`src/verilog/zx_audio_pkg.sv`:
```
package zx_audio_pkg;

   ////////////////////////////////
   // Bus types
   ////////////////////////////////

   // One CPU bus sample, Z80 style strobes
   typedef struct packed {
      logic [15:0] addr;
      logic [7:0]  wdata;
      logic        iorq_n;
      logic        rd_n;
      logic        wr_n;
   } io_req_t;

   // Device reply, oe_n low marks rdata valid
   typedef struct packed {
      logic [7:0] rdata;
      logic       oe_n;
   } io_rsp_t;

   ////////////////////////////////
   // Audio types
   ////////////////////////////////

   // Sum of three 4-bit channel volumes, 0 to 45
   typedef logic [5:0] psg_level_t;

   // Port 0xFE outputs plus the ear pin
   typedef struct packed {
      logic spk;
      logic mic;
      logic ear;
   } beeper_t;

   ////////////////////////////////
   // Port map
   ////////////////////////////////

   localparam logic [15:0] ZXUNO_ADDR_PORT = 16'hFC3B;
   localparam logic [15:0] ZXUNO_DATA_PORT = 16'hFD3B;
   localparam logic [7:0]  ULA_PORT_LSB    = 8'hFE;

   // ZX-Uno register numbers
   localparam logic [7:0]  REG_AUDIO_CTRL  = 8'hF7;

   // Chip select codes on the AY address port
   localparam logic [7:0]  AY_SEL_1        = 8'hFF;
   localparam logic [7:0]  AY_SEL_2        = 8'hFE;

endpackage

```
`src/verilog/audio_mixer.sv`:
```
`timescale 1ns/1ps

module audio_mixer #(
   parameter int DAC_BITS   = 10,
   parameter int BEEP_LEVEL = 256
) (
   input  logic                     clk,
   input  logic                     rst_n,
   input  zx_audio_pkg::psg_level_t ay1_level,
   input  zx_audio_pkg::psg_level_t ay2_level,
   input  logic [1:0]               ay_gain,
   input  logic                     ay2_mute,
   input  zx_audio_pkg::beeper_t    beep,
   output logic                     audio_out
);

   // Room for the AY sum shifted by 3 plus all fixed weights
   localparam int SUM_W     = (DAC_BITS > 10 ? DAC_BITS : 10) + 2;
   localparam int MAX_LEVEL = (1 << DAC_BITS) - 1;

   logic [6:0]          ay_sum;
   logic [SUM_W-1:0]    ay_scaled;
   logic [SUM_W-1:0]    mix_sum;
   logic [DAC_BITS-1:0] mix_level;
   logic [DAC_BITS-1:0] acc_q;
   logic [DAC_BITS:0]   acc_next;

   ////////////////////////////////
   // Mix
   ////////////////////////////////

   assign ay_sum    = 7'(ay1_level) + (ay2_mute ? 7'd0 : 7'(ay2_level));
   assign ay_scaled = SUM_W'(ay_sum) << ay_gain;

   always_comb begin
      mix_sum = ay_scaled;
      if (beep.spk) begin
         mix_sum = mix_sum + SUM_W'(BEEP_LEVEL);
      end
      if (beep.mic) begin
         mix_sum = mix_sum + SUM_W'(64);
      end
      if (beep.ear) begin
         mix_sum = mix_sum + SUM_W'(32);
      end
      // Clip to full scale
      if (mix_sum > SUM_W'(MAX_LEVEL)) begin
         mix_level = DAC_BITS'(MAX_LEVEL);
      end else begin
         mix_level = mix_sum[DAC_BITS-1:0];
      end
   end

   ////////////////////////////////
   // First-order delta-sigma
   ////////////////////////////////

   // Carry out is the one-bit stream
   assign acc_next = {1'b0, acc_q} + {1'b0, mix_level};

   always_ff @(posedge clk or negedge rst_n) begin
      if (!rst_n) begin
         acc_q     <= '0;
         audio_out <= 1'b0;
      end else begin
         acc_q     <= acc_next[DAC_BITS-1:0];
         audio_out <= acc_next[DAC_BITS];
      end
   end

   a_wrap_sets_carry : assert property (@(posedge clk) disable iff (!rst_n)
      (acc_q < $past(acc_q)) |-> audio_out);

endmodule

```
`src/verilog/ay_tone_psg.sv`:
```
`timescale 1ns/1ps

module ay_tone_psg (
   input  logic                     clk,
   input  logic                     rst_n,
   input  logic                     tick,
   input  logic                     addr_we,
   input  logic                     data_we,
   input  logic [7:0]               wdata,
   output logic [7:0]               rdata,
   output zx_audio_pkg::psg_level_t level
);

   logic [7:0]  regs [16];
   logic [3:0]  reg_addr;
   logic [11:0] tone_cnt [3];
   logic [11:0] period [3];
   logic [2:0]  tone_q;
   logic [2:0]  chan_high;

   // Bits the real chip keeps per register
   function automatic logic [7:0] reg_mask(input logic [3:0] idx);
      logic [7:0] m;
      case (idx)
         4'd1, 4'd3, 4'd5, 4'd13: m = 8'h0F;
         4'd6, 4'd8, 4'd9, 4'd10: m = 8'h1F;
         default:                 m = 8'hFF;
      endcase
      return m;
   endfunction

   ////////////////////////////////
   // Register file
   ////////////////////////////////

   always_ff @(posedge clk or negedge rst_n) begin
      if (!rst_n) begin
         reg_addr <= '0;
         for (int i = 0; i < 16; i++) begin
            regs[i] <= '0;
         end
      end else begin
         // Only the low nibble selects a register
         if (addr_we) begin
            reg_addr <= wdata[3:0];
         end
         if (data_we) begin
            regs[reg_addr] <= wdata;
         end
      end
   end

   assign rdata = regs[reg_addr] & reg_mask(reg_addr);

   ////////////////////////////////
   // Tone generators
   ////////////////////////////////

   // 12-bit period from fine and coarse registers
   always_comb begin
      for (int n = 0; n < 3; n++) begin
         period[n] = {regs[2*n+1][3:0], regs[2*n]};
         // Zero behaves as one
         if (period[n] == 12'd0) begin
            period[n] = 12'd1;
         end
      end
   end

   always_ff @(posedge clk or negedge rst_n) begin
      if (!rst_n) begin
         tone_q <= '1;
         for (int n = 0; n < 3; n++) begin
            tone_cnt[n] <= '0;
         end
      end else if (tick) begin
         for (int n = 0; n < 3; n++) begin
            // Greater-or-equal covers a period shortened mid count
            if (tone_cnt[n] >= period[n] - 12'd1) begin
               tone_cnt[n] <= '0;
               tone_q[n]   <= ~tone_q[n];
            end else begin
               tone_cnt[n] <= tone_cnt[n] + 12'd1;
            end
         end
      end
   end

   ////////////////////////////////
   // Output level
   ////////////////////////////////

   // Disabled tone reads as a steady high
   assign chan_high = tone_q | regs[7][2:0];

   always_comb begin
      level = '0;
      for (int n = 0; n < 3; n++) begin
         if (chan_high[n]) begin
            level = level + 6'(regs[8+n][3:0]);
         end
      end
   end

endmodule

```
`src/verilog/io_port_regs.sv`:
```
`timescale 1ns/1ps

module io_port_regs (
   input  logic                  clk,
   input  logic                  rst_n,
   input  zx_audio_pkg::io_req_t io,
   input  logic                  ear,
   output zx_audio_pkg::io_rsp_t rsp,
   output logic [7:0]            zxuno_addr,
   output logic [1:0]            ay_gain,
   output logic                  ay2_mute,
   output zx_audio_pkg::beeper_t beep
);

   logic       wr_n_q;
   logic       wr_stb;
   logic       rd_acc;
   logic       addr_port;
   logic       data_port;
   logic       ula_port;
   logic       regwr;
   logic       regrd;
   logic [2:0] audio_ctrl;
   logic       spk_q;
   logic       mic_q;

   ////////////////////////////////
   // Port decode
   ////////////////////////////////

   assign addr_port = (io.addr == zx_audio_pkg::ZXUNO_ADDR_PORT);
   assign data_port = (io.addr == zx_audio_pkg::ZXUNO_DATA_PORT);
   // ULA answers on any even port with low byte 0xFE
   assign ula_port  = (io.addr[7:0] == zx_audio_pkg::ULA_PORT_LSB);

   // Previous wr_n, one write per access
   always_ff @(posedge clk or negedge rst_n) begin
      if (!rst_n) begin
         wr_n_q <= 1'b1;
      end else begin
         wr_n_q <= io.wr_n;
      end
   end

   assign wr_stb = !io.iorq_n && !io.wr_n && wr_n_q;
   assign rd_acc = !io.iorq_n && !io.rd_n;

   // ZX-Uno register strobes
   assign regwr = wr_stb && data_port;
   assign regrd = rd_acc && data_port;

   ////////////////////////////////
   // Registers
   ////////////////////////////////

   always_ff @(posedge clk or negedge rst_n) begin
      if (!rst_n) begin
         zxuno_addr <= '0;
         audio_ctrl <= '0;
         spk_q      <= 1'b0;
         mic_q      <= 1'b0;
      end else begin
         if (wr_stb && addr_port) begin
            zxuno_addr <= io.wdata;
         end
         if (regwr && zxuno_addr == zx_audio_pkg::REG_AUDIO_CTRL) begin
            audio_ctrl <= io.wdata[2:0];
         end
         // Beeper bit 4, mic bit 3
         if (wr_stb && ula_port) begin
            spk_q <= io.wdata[4];
            mic_q <= io.wdata[3];
         end
      end
   end

   assign ay_gain  = audio_ctrl[1:0];
   assign ay2_mute = audio_ctrl[2];
   assign beep     = '{spk: spk_q, mic: mic_q, ear: ear};

   // Combinational read side
   always_comb begin
      rsp = '{rdata: 8'hFF, oe_n: 1'b1};
      if (rd_acc && addr_port) begin
         rsp = '{rdata: zxuno_addr, oe_n: 1'b0};
      end else if (regrd && zxuno_addr == zx_audio_pkg::REG_AUDIO_CTRL) begin
         rsp = '{rdata: {5'b0, audio_ctrl}, oe_n: 1'b0};
      end else if (rd_acc && ula_port) begin
         // Ear level lands in bit 6
         rsp = '{rdata: {1'b1, ear, 6'b11_1111}, oe_n: 1'b0};
      end
   end

   // Reply only inside a read cycle
   a_oe_only_on_read : assert property (@(posedge clk) disable iff (!rst_n)
      !rsp.oe_n |-> !io.rd_n);

endmodule

```
`src/verilog/turbosound.sv`:
```
`timescale 1ns/1ps

module turbosound #(
   parameter int PSG_DIV = 8
) (
   input  logic                     clk,
   input  logic                     rst_n,
   input  zx_audio_pkg::io_req_t    io,
   output zx_audio_pkg::io_rsp_t    rsp,
   output zx_audio_pkg::psg_level_t ay1_level,
   output zx_audio_pkg::psg_level_t ay2_level
);

   localparam int DIV_W = $clog2(PSG_DIV + 1);

   logic [DIV_W-1:0] div_cnt;
   logic             tick;
   logic             wr_n_q;
   logic             wr_stb;
   logic             rd_acc;
   logic             ay_addr_port;
   logic             ay_data_port;
   logic             sel_ay2;
   logic             sel_code;
   logic [1:0]       addr_we;
   logic [1:0]       data_we;
   logic [7:0]       ay1_rdata;
   logic [7:0]       ay2_rdata;

   ////////////////////////////////
   // Tone tick
   ////////////////////////////////

   // Shared by both chips so they stay in phase
   always_ff @(posedge clk or negedge rst_n) begin
      if (!rst_n) begin
         div_cnt <= '0;
      end else if (tick) begin
         div_cnt <= '0;
      end else begin
         div_cnt <= div_cnt + 1'b1;
      end
   end

   assign tick = (div_cnt == DIV_W'(PSG_DIV - 1));

   ////////////////////////////////
   // AY port decode
   ////////////////////////////////

   // BC1 side, address latch and read
   assign ay_addr_port = io.addr[15] && io.addr[14] && io.addr[1:0] == 2'b01;
   // BDIR side, data write
   assign ay_data_port = io.addr[15] && !io.addr[14] && io.addr[1:0] == 2'b01;

   always_ff @(posedge clk or negedge rst_n) begin
      if (!rst_n) begin
         wr_n_q <= 1'b1;
      end else begin
         wr_n_q <= io.wr_n;
      end
   end

   assign wr_stb = !io.iorq_n && !io.wr_n && wr_n_q;
   assign rd_acc = !io.iorq_n && !io.rd_n;

   assign sel_code = (io.wdata == zx_audio_pkg::AY_SEL_1) ||
                     (io.wdata == zx_audio_pkg::AY_SEL_2);

   // Chip 1 after reset
   always_ff @(posedge clk or negedge rst_n) begin
      if (!rst_n) begin
         sel_ay2 <= 1'b0;
      end else if (wr_stb && ay_addr_port && sel_code) begin
         sel_ay2 <= (io.wdata == zx_audio_pkg::AY_SEL_2);
      end
   end

   // Strobes to the selected chip only, bit 1 is chip 2
   always_comb begin
      addr_we = '0;
      data_we = '0;
      if (wr_stb && ay_addr_port && !sel_code) begin
         addr_we[sel_ay2] = 1'b1;
      end
      if (wr_stb && ay_data_port) begin
         data_we[sel_ay2] = 1'b1;
      end
   end

   assign rsp.oe_n  = !(rd_acc && ay_addr_port);
   assign rsp.rdata = sel_ay2 ? ay2_rdata : ay1_rdata;

   ////////////////////////////////
   // Two chips side by side
   ////////////////////////////////

   ay_tone_psg ay1_i (
      .clk     (clk),
      .rst_n   (rst_n),
      .tick    (tick),
      .addr_we (addr_we[0]),
      .data_we (data_we[0]),
      .wdata   (io.wdata),
      .rdata   (ay1_rdata),
      .level   (ay1_level)
   );

   ay_tone_psg ay2_i (
      .clk     (clk),
      .rst_n   (rst_n),
      .tick    (tick),
      .addr_we (addr_we[1]),
      .data_we (data_we[1]),
      .wdata   (io.wdata),
      .rdata   (ay2_rdata),
      .level   (ay2_level)
   );

   a_one_chip_written : assert property (@(posedge clk) disable iff (!rst_n)
      !((ay1_i.addr_we || ay1_i.data_we) && (ay2_i.addr_we || ay2_i.data_we)));

endmodule

```
`src/verilog/zx_audio_top.sv`:
```
`timescale 1ns/1ps

module zx_audio_top #(
   parameter int PSG_DIV    = 8,
   parameter int DAC_BITS   = 10,
   parameter int BEEP_LEVEL = 256
) (
   input  logic                  clk,
   input  logic                  rst_n,
   input  zx_audio_pkg::io_req_t io,
   input  logic                  ear,
   output logic [7:0]            rdata,
   output logic                  bus_oe_n,
   output logic                  audio_out
);

   zx_audio_pkg::io_rsp_t    regs_rsp;
   zx_audio_pkg::io_rsp_t    ts_rsp;
   zx_audio_pkg::psg_level_t ay1_level;
   zx_audio_pkg::psg_level_t ay2_level;
   zx_audio_pkg::beeper_t    beep;
   logic [1:0]               ay_gain;
   logic                     ay2_mute;

   ////////////////////////////////
   // Ports and sound sources
   ////////////////////////////////

   // Register number stays local, the AY side has its own ports
   io_port_regs regs_i (
      .clk        (clk),
      .rst_n      (rst_n),
      .io         (io),
      .ear        (ear),
      .rsp        (regs_rsp),
      .zxuno_addr (),
      .ay_gain    (ay_gain),
      .ay2_mute   (ay2_mute),
      .beep       (beep)
   );

   turbosound #(
      .PSG_DIV (PSG_DIV)
   ) turbosound_i (
      .clk       (clk),
      .rst_n     (rst_n),
      .io        (io),
      .rsp       (ts_rsp),
      .ay1_level (ay1_level),
      .ay2_level (ay2_level)
   );

   audio_mixer #(
      .DAC_BITS   (DAC_BITS),
      .BEEP_LEVEL (BEEP_LEVEL)
   ) mixer_i (
      .clk       (clk),
      .rst_n     (rst_n),
      .ay1_level (ay1_level),
      .ay2_level (ay2_level),
      .ay_gain   (ay_gain),
      .ay2_mute  (ay2_mute),
      .beep      (beep),
      .audio_out (audio_out)
   );

   // AY first, then ZX-Uno and ULA ports, else idle bus
   assign rdata = !ts_rsp.oe_n   ? ts_rsp.rdata   :
                  !regs_rsp.oe_n ? regs_rsp.rdata :
                                   8'hFF;

   assign bus_oe_n = ts_rsp.oe_n & regs_rsp.oe_n;

endmodule
```
`config.mk`:
```
export PLATFORM = sky130hd
export DESIGN_NAME = zx_audio_top
export DESIGN_NICKNAME = d
export VERILOG_FILES = /design/src/verilog/zx_audio_pkg.sv /design/src/verilog/audio_mixer.sv /design/src/verilog/ay_tone_psg.sv /design/src/verilog/io_port_regs.sv /design/src/verilog/turbosound.sv /design/src/verilog/zx_audio_top.sv
export SDC_FILE = /design/constraint.sdc
export NUM_CORES = 1
export LEC_CHECK = 0
export BUFFER_PORTS_ARGS = -buffer_cell sky130_fd_sc_hd__buf_4
export CORE_MARGIN = 10
export CORE_UTILIZATION = 58
export CTS_BUF_LIST = sky130_fd_sc_hd__clkbuf_4 sky130_fd_sc_hd__clkbuf_8 sky130_fd_sc_hd__clkbuf_16
export CTS_CLUSTER_SIZE = 16
export DETAILED_ROUTE_END_ITERATION = 8
export GPL_TIMING_DRIVEN = 1
export PLACE_DENSITY = 0.77
export SLEW_MARGIN = 15
export SYNTH_ARGS = -nofsm -noshare
export SYNTH_HDL_FRONTEND = slang
export SYNTH_SLANG_ARGS = --single-unit
```
`constraint.sdc`:
```
create_clock -name clk -period 7.3 [get_ports clk]
set_clock_uncertainty 0.1 [all_clocks]
set_input_delay 0.365 -clock clk [delete_from_list [all_inputs] [get_ports clk]]
set_output_delay 0.365 -clock clk [all_outputs]
set_load 0.005 [all_outputs]
```
==> Word-level counts from Yosys, hierarchy flattened <==
Memory sizes are Yosys's and may differ from the RTL's.
Cells that the tools add are included.
{ "word_totals": {"regBits": 372, "mem_bits_ro": 128, "in_bits": 30, "out_inout_bits": 10, "word_cells": 202, "n_memories": 2} }
{ "memory_table": {"columns": ["memory", "words", "word_bits", "rd", "rd_ports_with_merged_regs", "write_ports", "line_no", "text"], "rows": [
  ["(no name shown)", 16, 4, 1, 0, 0, "ay_tone_psg.sv:24", "case (idx)"],
  ["(no name shown)", 16, 4, 1, 0, 0, "ay_tone_psg.sv:24", null]
]} }
{ "classes": {"n_addsub": 22, "order_cmp": 13, "n_eq_ne": 8, "shift": 1, "mux": 46, "bitwise_logic": 13, "n_reduce_logical": 42} }
{ "op_table": {"columns": ["op", "count"], "rows": [
  ["128-bit bitwise mux", 2],
  ["12-bit two-way mux", 15],
  ["8-bit two-way mux", 10],
  ["12-bit by 1-bit adder with 12-bit output, second input constant", 6],
  ["12-bit >= comparator", 6],
  ["12-bit zero test", 6],
  ["12-bit by 1-bit subtractor with 12-bit output, second input constant", 6],
  ["8-bit binary-select mux with 4-bit select", 2],
  ["8-bit demux with 4-bit select", 2],
  ["16-bit equality test, second input constant", 2],
  ["8-bit equality test, second input constant", 4],
  ["6-bit two-way mux", 5],
  ["6-bit by 4-bit adder with 6-bit output", 4],
  ["1-bit logical AND", 23],
  ["9-bit two-way mux", 2],
  ["8-bit AND", 2],
  ["12-bit by 6-bit adder with 12-bit output, second input constant", 1],
  ["12-bit by 7-bit adder with 12-bit output, second input constant", 1],
  ["12-bit by 9-bit adder with 12-bit output, second input constant", 1],
  ["12-bit by 10-bit > comparator with 1-bit output, second input constant", 1],
  ["4-bit two-way mux", 3],
  ["2-bit AND reduction", 6],
  ["7-bit by 2-bit left shift with 12-bit output", 1],
  ["10-bit by 10-bit adder with 11-bit output", 1],
  ["other kinds (18)", 33]
]} }

==> Logic depth before layout (Yosys ltp) <==
{ "depth": {"word_depth": 18, "mapped_depth": 39, "mapped_depth_nobuf": 37} }

==> By module <==
A second synthesis with hierarchy kept.
{ "hier_totals": {"hier_cells": 1896, "area_unflattened_um2": 22132.5} }
{ "modules_own_cells": {"columns": ["module", "n_inst", "cells_each", "area_each_um2", "seq_area_each_um2"], "rows": [
  ["ay_tone_psg (turbosound_i.ay1_i)", 1, 783, 9635.5, 4232.8],
  ["ay_tone_psg (turbosound_i.ay2_i)", 1, 792, 9540.4, 4232.8],
  ["audio_mixer", 1, 197, 1615.3, 275.3],
  ["io_port_regs", 1, 70, 795.8, 351.6],
  ["turbosound", 1, 39, 417.9, 151.4],
  ["zx_audio_top", 1, 15, 127.6, 0.0]
]} }

==> Least setup slack after synthesis <==
Ideal clock, no wire load.
{ "synth_timing": {"kind": "register to register", "from": "register turbosound_i.ay2_i.tone_q[0]", "to": "register mixer_i.audio_out", "setup_time_ns": 0.129, "arrival_ns": 6.696, "required_ns": 7.071, "setup_slack_ns": 0.375, "stages_incl_launch_ff": 36, "path_buffers": 1, "period_less_slack_ns": 6.925, "cell_sequence": "dfstp_2 > o21ai_0 > inv_1 > ha_1 > inv_1 > fa_1 > o21ai_0 > ha_1 > a21o_1 > a21oi_1 > xor2_1 > nor2_1 > a21oi_1 > nor2_1 > ha_1 > or4b_1 > o211ai_1 > a221oi_2 > inv_1 > ha_1 > nand2_1 > or4_1 > nand3_2 > and4_4 > buf_6 > o21ai_1 > ha_1 > fa_1 > a21o_1 > a21o_1 > a21o_1 > a21o_1 > a21oi_1 > nor2b_1 > nor2_1 > o21ai_0"} }
{ "synth_between": {"elab_chain_cells": 18} }
{ "synth_rtl": {"columns": ["item", "line_no", "text"], "rows": [
  ["from (decl)", "ay_tone_psg.sv:18", "logic [2:0] tone_q;"],
  ["from (signal, indexed assignment)", "ay_tone_psg.sv:81", "tone_q[n] <= ~tone_q[n];"],
  ["3-bit bitwise OR *", "ay_tone_psg.sv:94", "assign chan_high = tone_q | regs[7][2:0];"],
  ["4-bit two-way mux *", "ay_tone_psg.sv:99", "if (chan_high[n]) begin"],
  ["6-bit by 4-bit adder with 6-bit output", "ay_tone_psg.sv:100", "level = level + 6'(regs[8+n][3:0]);"],
  ["6-bit two-way mux *", "ay_tone_psg.sv:99", null],
  ["6-bit by 4-bit adder with 6-bit output", "ay_tone_psg.sv:100", null],
  ["6-bit two-way mux *", "ay_tone_psg.sv:99", null],
  ["6-bit two-way mux *", "audio_mixer.sv:32", "assign ay_sum = 7'(ay1_level) + (ay2_mute ? 7'd0 : 7'(ay2_level));"],
  ["6-bit by 7-bit adder with 7-bit output *", "audio_mixer.sv:32", null],
  ["(+3 left out)", null, null],
  ["12-bit by 7-bit adder with 12-bit output", "audio_mixer.sv:41", "mix_sum = mix_sum + SUM_W'(64);"],
  ["12-bit two-way mux *", "audio_mixer.sv:40", "if (beep.mic) begin"],
  ["12-bit by 6-bit adder with 12-bit output", "audio_mixer.sv:44", "mix_sum = mix_sum + SUM_W'(32);"],
  ["12-bit two-way mux *", "audio_mixer.sv:43", "if (beep.ear) begin"],
  ["12-bit by 10-bit > comparator with 1-bit output", "audio_mixer.sv:47", "if (mix_sum > SUM_W'(MAX_LEVEL)) begin"],
  ["10-bit two-way mux *", "audio_mixer.sv:47", null],
  ["10-bit by 10-bit adder with 11-bit output *", "audio_mixer.sv:59", "assign acc_next = {1'b0, acc_q} + {1'b0, mix_level};"],
  ["net mixer_i.acc_next[10]", "audio_mixer.sv:26", "logic [DAC_BITS:0] acc_next;"],
  ["to (signal assigned)", "audio_mixer.sv:67", "audio_out <= acc_next[DAC_BITS];"],
  ["to (decl)", "audio_mixer.sv:14", "output logic audio_out"]
]} }
The timed path passes the listed nets; every way through them passes the cells marked *.
A chain may end at the register's enable or synchronous reset.

==> Worst setup path in the final report <==
{ "layout_timing": {"from": "register turbosound_i.ay2_i.tone_q[0]", "to": "register mixer_i.acc_q[8]"} }
{ "layout_between": {"elab_chain_cells": 18} }
{ "layout_rtl": {"columns": ["item", "line_no", "text"], "rows": [
  ["3-bit bitwise OR *", "ay_tone_psg.sv:94", null],
  ["4-bit two-way mux *", "ay_tone_psg.sv:99", null],
  ["6-bit by 4-bit adder with 6-bit output", "ay_tone_psg.sv:100", null],
  ["6-bit two-way mux *", "ay_tone_psg.sv:99", null],
  ["6-bit by 4-bit adder with 6-bit output", "ay_tone_psg.sv:100", null],
  ["6-bit two-way mux *", "ay_tone_psg.sv:99", null],
  ["6-bit two-way mux *", "audio_mixer.sv:32", null],
  ["6-bit by 7-bit adder with 7-bit output *", "audio_mixer.sv:32", null],
  ["(+3 left out)", null, null],
  ["12-bit by 7-bit adder with 12-bit output", "audio_mixer.sv:41", null],
  ["12-bit two-way mux *", "audio_mixer.sv:40", null],
  ["12-bit by 6-bit adder with 12-bit output", "audio_mixer.sv:44", null],
  ["12-bit two-way mux *", "audio_mixer.sv:43", null],
  ["12-bit by 10-bit > comparator with 1-bit output", "audio_mixer.sv:47", null],
  ["10-bit two-way mux *", "audio_mixer.sv:47", null],
  ["10-bit by 10-bit adder with 11-bit output *", "audio_mixer.sv:59", null],
  ["net mixer_i.acc_next[8]", "audio_mixer.sv:26", null],
  ["to (signal assigned)", "audio_mixer.sv:66", "acc_q <= acc_next[DAC_BITS-1:0];"],
  ["to (decl)", "audio_mixer.sv:25", "logic [DAC_BITS-1:0] acc_q;"]
]} }
Marks and branches as above.

==> flow_metrics.env <==
export IMPL_final_common_cell="dfrtp_1"
export IMPL_final_design_area_no_fill_um2=24500
export IMPL_place_area_um2=22600
export IMPL_endpoint_kind="flip-flop"
export IMPL_outcome="complete, no violations"
export IMPL_nets=2105
export IMPL_grt_first_pass_wirelength_mm=83.1
export IMPL_crit_path_start_kind="flip-flop"
export IMPL_dieArea_um2=46000
export IMPL_multiInputGateArea_um2=12300
export IMPL_path_clk_slew_ns=0.06
export IMPL_cts_max_level=2
export IMPL_fin_crit_ns=7.08
export IMPL_synth_top_flop_cell="dfrtp_1"
export IMPL_antenna_found_initial=0
export IMPL_final_core_util_pct=65.3
export IMPL_synth_nets=2074
export IMPL_cap_violations=0
export IMPL_async_flop_share_pct=100
export IMPL_synth_edff_count=0
export IMPL_tritoncts="built"
export IMPL_crit_buf_inv=4
export IMPL_cp_depth=33
export IMPL_area_growth_pct=11.7
export IMPL_synth_seq_cells=368
export IMPL_reg2reg_depth=33
export IMPL_grt_max_degree=142
export IMPL_dieWidth_um=214
export IMPL_fin_ws_ns=0.222
export IMPL_ff_latch_area_um2=9220
export IMPL_worst_path_most_repeated_cell="a21o_1"
export IMPL_wl_mm=51.9
export IMPL_critPathLaunch="turbosound_i.ay2_i.tone_q[0]$_DFFE_PN1P_"
export IMPL_fin_crit_sh_pct=97.0
export IMPL_grt_usage_pct=22.1
export IMPL_yosysSeqAreaShare_pct=42.0
export IMPL_regToRegSetupSlack_ns=0.22
export IMPL_dp_hpwl_mm=35.3
export IMPL_crit_path_top_delay_cell="fa_2"
export IMPL_pre_cts_ws_ns=-0.0382
export IMPL_drive_above_1_share_pct=30.4
export IMPL_core_area_um2=37500
export IMPL_crit_path_max_fanout=8
export IMPL_die_height_um=214
export IMPL_worst_pin_slew_ns=0.901
export IMPL_via_per_inst=6.15
export IMPL_critPathRequiredTime_ns=7.67
export IMPL_num_vias=15288
export IMPL_cts_inserted_buffers=41
export IMPL_p_per_area_nw_per_um2=211
export IMPL_hold_viol=0
export IMPL_place_congestion=0.902
export IMPL_drtPass1Iterations=5
export IMPL_relSlewSlack_pct=40.0
export IMPL_io_pins=40
export IMPL_synth_cell_types=87
export IMPL_drtAntennaViolNets=0
export IMPL_final_cell_mix="dfrtp_1, mux2_2, ha_1"
export IMPL_cts_sinks=368
export IMPL_cts_buffer_depth=3
export IMPL_irDropWorstVdd_uv=215
export IMPL_nFillCells=2746
export IMPL_clockRootBuffer="clkbuf_16"
export IMPL_start_util_pct=58.5
export IMPL_yosys_warnings=0
export IMPL_drc=0
export IMPL_port_buffers=39
export IMPL_overflow=0
export IMPL_critPathKind="flip-flop to flip-flop"
export IMPL_netlist_instances=1908
export IMPL_worstReg2RegStart="turbosound_i.ay2_i.tone_q[0]$_DFFE_PN1P_"
export IMPL_rows=71
export IMPL_first_global_vias=15500
export IMPL_final_max_slew_viol_count=0
export IMPL_synth_avg_cell_area_um2=11.5
export IMPL_post_drt_wl_per_cell_um=20.9
export IMPL_fmax_mhz=141
export IMPL_clk_latency_ns=0.58
export IMPL_arrival_ns=7.45
export IMPL_p_leak_nw=11.7
export IMPL_syn_area_um2=21900
export IMPL_drtIter0Drc=1303
export IMPL_final_setup_viol_count=0
export IMPL_r2r_end="mixer_i.acc_q[8]$_DFF_PN0_"
export IMPL_critPathTopFamily="adder cells"
export IMPL_critPathMaxStageDelay_ns=0.54
export IMPL_min_path_type="input port to flip-flop"
export IMPL_cp_endpoint="mixer_i.acc_q[8]$_DFF_PN0_"
cell usage after synthesis (all sizes together), types with 10 or more instances:
cell type / count / area share [%]
a22o: 13 / 0.52
nor3: 34 / 0.85
nand2: 136 / 2.5
nor4: 15 / 0.43
nand2b: 11 / 0.31
xnor2: 62 / 2.5
dfrtp: 361 / 41
clkbuf: 72 / 1.2
mux4: 76 / 7.8
mux2: 274 / 14
xor2: 61 / 2.4
o21ai: 72 / 1.6
or4: 10 / 0.34
buf: 17 / 0.47
ha: 130 / 7.4
nor2: 121 / 2.1
nor2b: 26 / 0.74
a211oi: 14 / 0.52
a21o: 27 / 0.92
inv: 56 / 0.96
nand4: 12 / 0.34
a21oi: 66 / 1.5
or2: 13 / 0.37
and2: 18 / 0.53
nand3: 59 / 1.5
and3: 21 / 0.60
o211ai: 10 / 0.34
timing repair:
item / 4_1_cts / 5_1_grt
endpoints found under the hold margin: 87 / 0
setup buffers: 1 / 20
resized for setup: 5 / 42
endpoints found under the setup margin: 3 / 5
pin swaps: 1 / 26
hold buffers: 2 / 0
report_power, final:
group	internal (W)	leakage [nW]	switching, W
registers	0.00212	5.05	0.0000879
clock network	0.00137	0.750	0.000865
logic	0.000324	5.90	0.000411
total	0.00381	11.7	0.00136
routing by layer:
metal  GRT usage, %  wire [um]  up-vias
met5              0          0        -
met4           6.81       1250        0
met3           3.33       3030       93
met2           36.0      25000      399
met1           29.9      22600     7771
li1               -          -     7025
worst min-delay path by stage:
stage	cells past startpoint	startpoint	end	slack, ns
after floorplan	0	rst_n	mixer_i.acc_q[0]$_DFF_PN0_	-0.03
after global placement	1	rst_n	turbosound_i.ay1_i.regs[82]$_DFFE_PN0P_	0.33
after detailed placement	1	rst_n	turbosound_i.ay2_i.regs[107]$_DFFE_PN0P_	0.34
after CTS	3	io[25]	turbosound_i.sel_ay2$_DFFE_PN0P_	0.01
after global routing	3	io[25]	turbosound_i.sel_ay2$_DFFE_PN0P_	0.05
final	3	io[25]	turbosound_i.sel_ay2$_DFFE_PN0P_	0.03
layout make-up:
class,count,share of cell area (%)
multi-input combinational,1395,50.3
antenna,1,0.0102
sequential,368,37.7
inverter,56,0.858
clock inverter,18,1.03
clock buffer,58,5.06
timing repair buffer,77,2.46
tap,511,2.61
cells by family (layout without fill, tap and decap cells):
kind of cell             count (synthesis)  in the layout  share of synthesized area, %
AND/OR/NAND/NOR                        514            514                          12.0
multiplexers                           358            358                          22.2
other                                    0              1                             0
AO/OA/AOI/OAI                          262            262                          8.02
XOR/XNOR                               124            124                          5.05
flip-flops                             368            368                          42.0
buffers and inverters                  145            209                          2.66
adder cells (fa/ha/maj)                137            137                          8.01
registers in the layout, summed over array words and instances, names as in the netlist:
signal,cells
mixer_i.acc_q,10
mixer_i.audio_out,1
regs_i.audio_ctrl,3
regs_i.mic_q,1
regs_i.spk_q,1
regs_i.zxuno_addr,8
turbosound_i.ay1_i.reg_addr,4
turbosound_i.ay1_i.regs,126
turbosound_i.ay1_i.tone_cnt,36
turbosound_i.ay1_i.tone_q,3
turbosound_i.ay2_i.reg_addr,4
turbosound_i.ay2_i.regs,126
turbosound_i.ay2_i.tone_cnt,36
turbosound_i.ay2_i.tone_q,3
turbosound_i.div_cnt,4
turbosound_i.sel_ay2,1
turbosound_i.wr_n_q,1
metrics by stage:
stage	TNS (ns)	hold WS (ns)	total power (W)	cells
final	0	0.0310	0.00518	2484
after global routing	-0.286	0.0453	0.00539	2483
after CTS	0	0.0144	0.00519	2463
after detailed placement	-0.0476	0.340	0.00294	2384
after global placement	0	0.335	0.00291	2384
after floorplan	0	-0.0306	0.00273	1908
worst reg2reg max path, delay by kind of cell (launching register included):
kind	cells	cell delay, ns
AND/OR/NAND/NOR	10	2.09
multiplexers	1	0.06
adder cells (fa/ha/maj)	7	2.12
flip-flops	1	0.53
XOR/XNOR	1	0.13
AO/OA/AOI/OAI	10	1.56
buffers and inverters	4	0.36
(Power assumes the default switching activity.)
